==> config.mk <==
export PLATFORM = sky130hd
export DESIGN_NAME = dual_capture_top
export DESIGN_NICKNAME = d
export VERILOG_FILES = /design/src/source/dram_pkg.sv /design/src/source/dram_word_if.sv /design/src/source/sample_packer.sv /design/src/source/dram_write_arbiter.sv /design/src/source/dual_capture_top.sv
export SDC_FILE = /design/constraint.sdc
export NUM_CORES = 2
export LEC_CHECK = 0
export BUFFER_PORTS_ARGS = -buffer_cell sky130_fd_sc_hd__buf_2
export CAP_MARGIN = 15
export CORE_ASPECT_RATIO = 1.5
export CORE_MARGIN = 10
export CORE_UTILIZATION = 54
export CTS_BUF_LIST = sky130_fd_sc_hd__clkbuf_8 sky130_fd_sc_hd__clkbuf_16
export CTS_CLUSTER_SIZE = 8
export DETAILED_ROUTE_END_ITERATION = 10
export MAX_ROUTING_LAYER = met4
export PLACE_DENSITY_LB_ADDON = 0.12
export SLEW_MARGIN = 20
export SYNTH_ARGS = -nofsm -noshare
export SYNTH_HDL_FRONTEND = slang
export SYNTH_SLANG_ARGS = --single-unit
==> constraint.sdc <==
create_clock -name clk -period 13.4 [get_ports clk]
set_input_delay 2.68 -clock clk [delete_from_list [all_inputs] [get_ports clk]]
set_output_delay 2.68 -clock clk [all_outputs]
set_load 0.01 [all_outputs]
==> src/source/dram_pkg.sv <==
package dram_pkg;

    // DRAM write port
    localparam int DRAM_DATA_W = 288;  // one DRAM word without byte enables
    localparam int DRAM_ADDR_W = 25;   // word address whose top bit picks the channel half

    // word numbering inside one channel's half of the address space
    localparam int WORD_IDX_W = 24;

    // beat widths of the two sample streams
    localparam int CH_A_W = 32;  // 9 beats per DRAM word
    localparam int CH_B_W = 16;  // 18 beats per DRAM word

    // value of the top address bit for each channel
    localparam logic CH_A_SEL = 1'b0;
    localparam logic CH_B_SEL = 1'b1;

endpackage

==> src/source/dram_word_if.sv <==
interface dram_word_if (
    input logic clk
);

    logic                             word_valid;  // one cycle per finished word
    logic [dram_pkg::DRAM_DATA_W-1:0] word_data;   // first beat in the low bits
    logic [dram_pkg::WORD_IDX_W-1:0]  word_idx;    // running word number of the channel

    // packer side
    modport producer (
        input  clk,
        output word_valid,
        output word_data,
        output word_idx
    );

    // arbiter side that samples data and index only while word_valid is high
    modport consumer (
        input  clk,
        input  word_valid,
        input  word_data,
        input  word_idx
    );

endinterface

==> src/source/sample_packer.sv <==
module sample_packer #(
    parameter int DIN_W = 32  // must divide the DRAM word width
) (
    input  logic             clk,
    input  logic             rst,
    input  logic [DIN_W-1:0] din,
    input  logic             din_valid,
    dram_word_if.producer    word
);

    localparam int BEATS = dram_pkg::DRAM_DATA_W / DIN_W;
    localparam int CNT_W = $clog2(BEATS);
    localparam int BUF_W = dram_pkg::DRAM_DATA_W - DIN_W;  // everything but the last beat

    logic [CNT_W-1:0]                beat_cnt;   // slice the next beat goes to
    logic [BUF_W-1:0]                part_buf;   // partial word, low slices first
    logic [dram_pkg::WORD_IDX_W-1:0] idx_cnt;    // number of the word being built
    logic                            last_beat;  // accepted beat finishes the word

    assign last_beat = din_valid && (beat_cnt == CNT_W'(BEATS - 1));

    // beat and word counters
    always_ff @(posedge clk) begin
        if (rst) begin
            beat_cnt        <= '0;
            idx_cnt         <= '0;  // first word after reset is word 0
            word.word_valid <= 1'b0;
        end else begin
            word.word_valid <= last_beat;  // pulse one cycle after the closing beat
            if (last_beat) begin
                beat_cnt <= '0;
                idx_cnt  <= idx_cnt + 1'b1;  // wraps after the full index range
            end else if (din_valid) begin
                beat_cnt <= beat_cnt + 1'b1;
            end
        end
    end

    // partial word fills from the low slice up
    always_ff @(posedge clk) begin
        if (din_valid && !last_beat) begin
            part_buf[beat_cnt*DIN_W +: DIN_W] <= din;
        end
        if (last_beat) begin
            word.word_data <= {din, part_buf};  // closing beat lands in the top slice
            word.word_idx  <= idx_cnt;
        end
    end

endmodule

==> src/source/dram_write_arbiter.sv <==
module dram_write_arbiter (
    input  logic                             clk,
    input  logic                             rst,
    input  logic                             en_write,
    dram_word_if.consumer                    ch_a,
    dram_word_if.consumer                    ch_b,
    output logic [dram_pkg::DRAM_ADDR_W-1:0] dram_addr,
    output logic [dram_pkg::DRAM_DATA_W-1:0] dram_data,
    output logic                             cmd_valid,
    output logic                             rwn
);

    // one pending slot per channel
    logic                             a_full;
    logic                             b_full;
    logic [dram_pkg::DRAM_DATA_W-1:0] a_data;
    logic [dram_pkg::DRAM_DATA_W-1:0] b_data;
    logic [dram_pkg::WORD_IDX_W-1:0]  a_idx;
    logic [dram_pkg::WORD_IDX_W-1:0]  b_idx;

    logic issue_a;  // slot a leaves this cycle
    logic issue_b;  // slot b leaves this cycle
    logic issue;

    // fixed priority with a always winning
    assign issue_a = a_full;
    assign issue_b = b_full && !a_full;
    assign issue   = issue_a || issue_b;

    // slot occupancy
    always_ff @(posedge clk) begin
        if (rst) begin
            a_full <= 1'b0;
            b_full <= 1'b0;
        end else begin
            // a new word may arrive in the cycle its slot drains
            if (ch_a.word_valid) begin
                a_full <= 1'b1;
            end else if (issue_a) begin
                a_full <= 1'b0;
            end

            if (ch_b.word_valid) begin
                b_full <= 1'b1;
            end else if (issue_b) begin
                b_full <= 1'b0;
            end
        end
    end

    // slot payload
    always_ff @(posedge clk) begin
        if (ch_a.word_valid) begin
            a_data <= ch_a.word_data;
            a_idx  <= ch_a.word_idx;
        end
        if (ch_b.word_valid) begin
            b_data <= ch_b.word_data;
            b_idx  <= ch_b.word_idx;
        end
    end

    // command word straight out of the slot being issued
    always_comb begin
        if (issue_a) begin
            dram_addr = {dram_pkg::CH_A_SEL, a_idx};
            dram_data = a_data;
        end else begin
            dram_addr = {dram_pkg::CH_B_SEL, b_idx};  // also the idle value
            dram_data = b_data;
        end
    end

    // with writes disabled the slot still drains and its index is lost
    assign cmd_valid = issue && en_write;

    // 1 means read so it is high whenever writes are off
    always_ff @(posedge clk) begin
        if (rst) begin
            rwn <= 1'b1;
        end else begin
            rwn <= ~en_write;
        end
    end

endmodule

==> src/source/dual_capture_top.sv <==
module dual_capture_top (
    input  logic                             clk,
    input  logic                             rst,
    input  logic                             en_write,
    input  logic [dram_pkg::CH_A_W-1:0]      a_din,
    input  logic                             a_valid,
    input  logic [dram_pkg::CH_B_W-1:0]      b_din,
    input  logic                             b_valid,
    output logic [dram_pkg::DRAM_ADDR_W-1:0] dram_addr,
    output logic [dram_pkg::DRAM_DATA_W-1:0] dram_data,
    output logic                             cmd_valid,
    output logic                             rwn
);

    // finished words from each packer
    dram_word_if word_a (
        .clk (clk)
    );

    dram_word_if word_b (
        .clk (clk)
    );

    // channel a with 32 bit beats
    sample_packer #(
        .DIN_W (dram_pkg::CH_A_W)
    ) u_pack_a (
        .clk       (clk),
        .rst       (rst),
        .din       (a_din),
        .din_valid (a_valid),
        .word      (word_a.producer)
    );

    // channel b with 16 bit beats
    sample_packer #(
        .DIN_W (dram_pkg::CH_B_W)
    ) u_pack_b (
        .clk       (clk),
        .rst       (rst),
        .din       (b_din),
        .din_valid (b_valid),
        .word      (word_b.producer)
    );

    // merge into the single write port
    dram_write_arbiter u_arb (
        .clk       (clk),
        .rst       (rst),
        .en_write  (en_write),
        .ch_a      (word_a.consumer),
        .ch_b      (word_b.consumer),
        .dram_addr (dram_addr),
        .dram_data (dram_data),
        .cmd_valid (cmd_valid),
        .rwn       (rwn)
    );

endmodule

* Word-level counts from Yosys, hierarchy flattened *
Index checks and enable logic that the tools add are counted.

cells by class
  $add $sub $neg = 6
  eq/ne operators = 2
  shift-type cells = 4
  muxes and demuxes = 7
  bitwise logic cells = 1
  reduce and logical (&&, ||, !) cells = 13

operators with widths
  operator                                                  count
  two-way mux 288 bit                                       1
  bitwise mux 272 bit                                       1
  variable shift 16 x 34 -> 272 bit (first input constant)  1
  variable part select 16 x 34 -> 272 bit                   1
  bitwise mux 256 bit                                       1
  variable shift 32 x 34 -> 256 bit (first input constant)  1
  variable part select 32 x 34 -> 256 bit                   1
  negation 9 -> 34 bit                                      2
  adder 24 x 1 -> 24 bit (second input constant)            2
  two-way mux 25 bit                                        1
  logical AND 1 bit                                         6
  adder 5 x 1 -> 5 bit (second input constant)              1
  equality test 5 bit (second input constant)               1
  adder 4 x 1 -> 4 bit (second input constant)              1
  equality test 4 bit (second input constant)               1
  OR reduction 2 bit                                        2
  logical NOT 1 bit                                         3
  two-way mux 1 bit                                         3
  nonzero test 2 bit                                        1
  logical OR 1 bit                                          1
  inverter 1 bit                                            1

storage, ports and cells
  register bits = 1838
  bits of input ports = 53
  output and inout bits = 315
  word-level logic and storage cells = 52

* Logic depth before layout (Yosys ltp) *
  depth after elaboration = 4
  gate-level depth with buffers = 12
  gate-level depth less buffers = 8

* Hierarchy *
From an unflattened synthesis, not the netlist that was laid out.

unflattened totals
  cell total of the unflattened synthesis = 3225
  area, all modules = 64560.7 um^2

by module, submodules not included
  module                     times used  cells an instance  area each (um^2)  seq. area each (um^2)
  dram_write_arbiter         1           980                23627.7           18798.0
  sample_packer at u_pack_b  1           1163               20701.1           18137.4
  sample_packer at u_pack_a  1           1082               20231.9           17636.9

* Worst setup path after synthesis *
Ideal clock, no wire load.

  path type = input port to flip-flop
  from = input b_valid
  to = register u_pack_b.idx_cnt[1] (netlist name)
  library setup time = 0.146 ns
  arrival time = 12.485 ns
  required time = 13.254 ns
  slack = 0.770 ns
  cell stages on the path = 5
  path buffers = 2
  cells stage by stage = clkbuf_1 and2_1 clkbuf_1 mux2i_1 nor2_1

between the ends
  cells in the longest elaborated chain, start to end = 1

ends and longest elaborated chain
  item                          RTL line               text
  start: declaration            dual_capture_top.sv:8  input logic b_valid,
  logical AND 1 bit             sample_packer.sv:20    assign last_beat = din_valid && (beat_cnt == CNT_W'(BEATS - 1));
  named net u_pack_b.last_beat  sample_packer.sv:18    logic last_beat;
  end signal: assignment        sample_packer.sv:32    idx_cnt <= idx_cnt + 1'b1;
  end: declaration              sample_packer.sv:17    logic [dram_pkg::WORD_IDX_W-1:0] idx_cnt;

The timed path passes the listed nets, and every way through them passes these cells.
A chain may end at the register's enable or synchronous reset.

* Worst setup path after layout *
  from = register u_arb.a_full
  to = output dram_data[260] (netlist name)

between the ends
  cells in the longest elaborated chain, start to end = 1

ends and longest elaborated chain
  item                      RTL line                  text
  start: declaration        dram_write_arbiter.sv:14  logic a_full;
  start signal: assignment  dram_write_arbiter.sv:33  a_full <= 1'b0;
  start signal: assignment  dram_write_arbiter.sv:38  a_full <= 1'b1;
  start signal: assignment  dram_write_arbiter.sv:40  a_full <= 1'b0;
  two-way mux 288 bit       dram_write_arbiter.sv:65  if (issue_a) begin
  end: declaration          dual_capture_top.sv:10    output logic [dram_pkg::DRAM_DATA_W-1:0] dram_data,

Every way passes these cells.

==> impl_metrics.py <==
metrics = {
    "yosys": {
        "ys_seq_area_frac": 0.860,
        "synthDistinctLibCells": 49,
        "syn_inst": 3226,
        "synth_area_um2": 63400,
        "synth_nets": 3290,
        "synth_seq_cells": 1838,
        "ys_warn_count": 0,
        "synth_area_per_cell_um2": 19.7,
    },
    "global_route": {
        "grt_util_all_layers": 0.253,
        "grt_pass1_wl_um": 228000,
        "grt_antenna_before_repair": 10,
        "grt_max_degree": 168,
        "grt_pass1_vias": 32000,
        "overflow": 0,
    },
    "worst_setup_path": {
        "r2r_slack_ps": 8880,
        "required_ps": 10720,
        "start_kind": "register",
        "cp_common_cell": "buf_12",
        "crit_path_top_delay_cell": "buf_12",
        "crit_chain": "buf_12 > buf_12 > mux2_2 > buf_2",
        "r2r-start": "u_pack_a.beat_cnt[0]$_SDFFE_PP0P_",
        "critPathKind": "reg2out",
        "crit_buf_inv": 3,
        "arrival_ps": 3140,
        "critPathMaxStageDelay_ps": 690,
        "cpLargestDelayFamily": "buffers and inverters",
        "cp_max_fo": 167,
        "worst_setup_path_end_kind": "primary output",
        "crit_path_start": "u_arb.a_full$_SDFF_PP0_",
    },
    "clock_network": {
        "postCtsHoldBufs": 0,
        "post_cts_buffers": 0,
        "htree_levels": 5,
        "clk_pin_slew_ps": 50,
        "cts_resized": 0,
        "cts_tree": "built",
        "numCtsBuffers": 279,
        "cts_sinks": 1838,
        "clk_latency_ps": 880,
        "cts_root_buf": "clkbuf_16",
        "cts_buffer_depth": 4,
    },
    "min_path": {
        "hold_path_class": "reg2reg",
        "min_from": "u_pack_a.part_buf[152]$_DFFE_PP_",
    },
    "die": {
        "die_w_um": 300,
        "core_um2": 117000,
        "dieArea_um2": 132000,
        "initial_utilization": 0.541,
        "rows": 154,
        "io_pins": 368,
        "die_h_um": 440,
    },
    "power_and_ir_drop": {
        "leakage_nw": 24.2,
        "total_power_mw": 12.4,
        "ir_drop_v": 0.000128,
        "powerDensity_nw_per_um2": 166,
    },
    "drt": {
        "drt-pass1-iter-count": 6,
        "wire_per_inst_um": 30.0,
        "finalWirelength_um": 162000,
        "drt_iter0_markers": 3191,
        "vias": 30900,
        "antenna_left": 0,
        "vias_per_cell": 5.71,
        "drc": 0,
    },
    "timing": {
        "setup_tns_ps": 0,
        "max_slew_margin": 0.224,
        "worst_clock_skew_ps": 55.0,
        "rsz0062_at_grt": "false",
        "fin_crit_sh": 0.434,
        "setup_slack_ps": 7580,
        "maxSlewViolCount": 0,
        "tightest_slew_ps": 1160,
        "hold_ws_ps": 362,
        "fmax_mhz": 172,
        "finalSetupViolations": 0,
        "layout_min_cycle_time_ps": 5820,
        "finalHoldViolCount": 0,
    },
    "place": {
        "gp_congestion": 0.823,
        "dpl-instance-area_um2": 67300,
        "dpl.hpwl_um": 95500,
        "place_ws_ps": 7140,
        "portBuffers": 367,
    },
    "job": {
        "maxCapViolations": 0,
    },
    "layout": {
        "multi_input_area_um2": 8430,
        "fillCellCount": 8134,
        "drive_gt1_frac": 0.280,
        "syn_to_final_growth_pct": 17.8,
        "final_nets": 3860,
        "seq_area_um2": 54600,
        "fin_area_um2": 74700,
    },
    "status": {
        "status": "finished clean",
    },
}
## where the power goes
group          switching [mW]  internal (mW)  leakage (nW)
logic                   0.189         0.0346          4.29
registers             0.00697           6.24          16.1
clock network            2.22           3.74          3.75
total                    2.42           10.0          24.2
## state kept, by name, summed over array words and instances, names as in the netlist
register                  cells
u_arb.b_data                288
u_pack_b.word.word_idx       24
u_pack_b.word.word_data     288
u_pack_b.idx_cnt             24
u_pack_a.word.word_idx       24
u_pack_b.part_buf           272
u_arb.a_full                  1
u_pack_a.word.word_valid      1
u_pack_a.idx_cnt             24
u_arb.a_data                288
u_pack_a.beat_cnt             4
u_pack_b.beat_cnt             5
u_pack_b.word.word_valid      1
u_arb.rwn                     1
u_arb.a_idx                  24
u_arb.b_full                  1
u_pack_a.part_buf           256
u_pack_a.word.word_data     288
u_arb.b_idx                  24
## worst reg2reg max path, delay by kind of cell (launching register included)
kind	cells	cell delay [ps]
fa+ha+maj	1	440
flops	1	570
simple gates	1	250
buf+inv	4	2810
## cells in the mapped netlist, drive strengths merged
master	count	share of area
nand4	27	0.0028
a21oi	34	0.0027
dfxtp	62	0.020
o311ai	1	0.00014
o21a	3	0.00036
or4	20	0.0024
inv	18	0.0011
and4bb	1	0.00020
xor2	11	0.0016
nor4	7	0.00069
o41ai	5	0.00099
or2	3	0.00030
nand2	80	0.0047
edfxtp	1776	0.84
buf	16	0.0012
o21ai	14	0.0011
xnor2	12	0.0017
and3	4	0.00039
or4b	2	0.00032
nand3	28	0.0022
and2	172	0.017
ha	11	0.0022
o21ba	1	0.00016
nor2	409	0.024
mux2i	3	0.00047
a211oi	1	0.00012
nand3b	4	0.00067
and4	4	0.00055
a31o	1	0.00014
clkinv	1	0.000059
nand4b	1	0.00037
nor3	23	0.0018
or3	15	0.0015
nor4b	1	0.00014
nand2b	6	0.00059
clkbuf	113	0.0067
nor2b	6	0.00059
mux2	313	0.056
or3b	1	0.00014
o31ai	16	0.0019
## path summary, 6_finish.rpt
path,to,depth (start not counted)
setup reg to reg,u_pack_a.word.word_data[146]$_DFFE_PP_,6
hold / removal,u_pack_a.word.word_data[152]$_DFFE_PP_,0
hold reg to reg,u_pack_a.word.word_data[152]$_DFFE_PP_,0
setup / recovery,dram_data[260],4
## cell families (layout without fill, tap and decap cells)
logic type               count (synthesis)  after routing  share of synthesized area
multiplexers                           316            316                     0.0560
AO/OA/AOI/OAI                           76             76                    0.00757
AND/OR/NAND/NOR                        814            814                     0.0615
XOR/XNOR                                23             23                    0.00329
flip-flops                            1838           1838                      0.860
adder cells (fa/ha/maj)                 11             11                    0.00217
other                                    0              8                          0
buffers and inverters                  148            765                    0.00907
## area by class of cell
type / instances / share of cell area
diodes: 8 / 0.000268
clock buffers: 287 / 0.0959
clock inverters: 41 / 0.00276
inverters: 19 / 0.00105
multi-input cells: 1240 / 0.113
flip-flops and latches: 1838 / 0.730
well taps: 1560 / 0.0261
repair buffers: 418 / 0.0306
## placed cells by master (no fill, tap or decap), types with 6 or more instances in the layout
| master | synthesis | layout |
|---|---|---|
| or3_1 | 14 | 14 |
| o21ai_0 | 14 | 14 |
| or4_1 | 19 | 19 |
| nand2_2 | 0 | 15 |
| xnor2_1 | 12 | 12 |
| clkbuf_16 | 0 | 286 |
| nor2_1 | 409 | 401 |
| o31ai_1 | 16 | 16 |
| buf_4 | 0 | 44 |
| mux2_2 | 313 | 313 |
| inv_1 | 18 | 53 |
| a21oi_1 | 34 | 34 |
| diode_2 | 0 | 8 |
| xor2_1 | 10 | 10 |
| nand2_1 | 80 | 65 |
| ha_1 | 11 | 11 |
| nand4_1 | 26 | 26 |
| and2_1 | 172 | 171 |
| edfxtp_1 | 1776 | 1776 |
| dfxtp_1 | 62 | 59 |
| buf_2 | 15 | 367 |
| nor3_1 | 23 | 20 |
| nand3_1 | 28 | 27 |
| nand2b_1 | 6 | 6 |
## through the flow
| step | util | std cells |
|---|---|---|
| after detailed placement | 0.575 | 5075 |
| after global routing | 0.638 | 5406 |
| after CTS | 0.638 | 5403 |
| final | 0.638 | 5411 |
| after floorplan | - | 3226 |
| after global placement | 0.574 | 5073 |
## routing by layer
metal,part of all wire,global-route usage,vias to the layer above,routed length [um]
li1,-,-,13200,-
met1,0.38,0.310,15900,61700
met2,0.51,0.412,1467,82500
met3,0.075,0.0522,308,12100
met4,0.036,0.0968,0,5920
met5,0,-,-,0
Power figures use the tool's default switching activity.
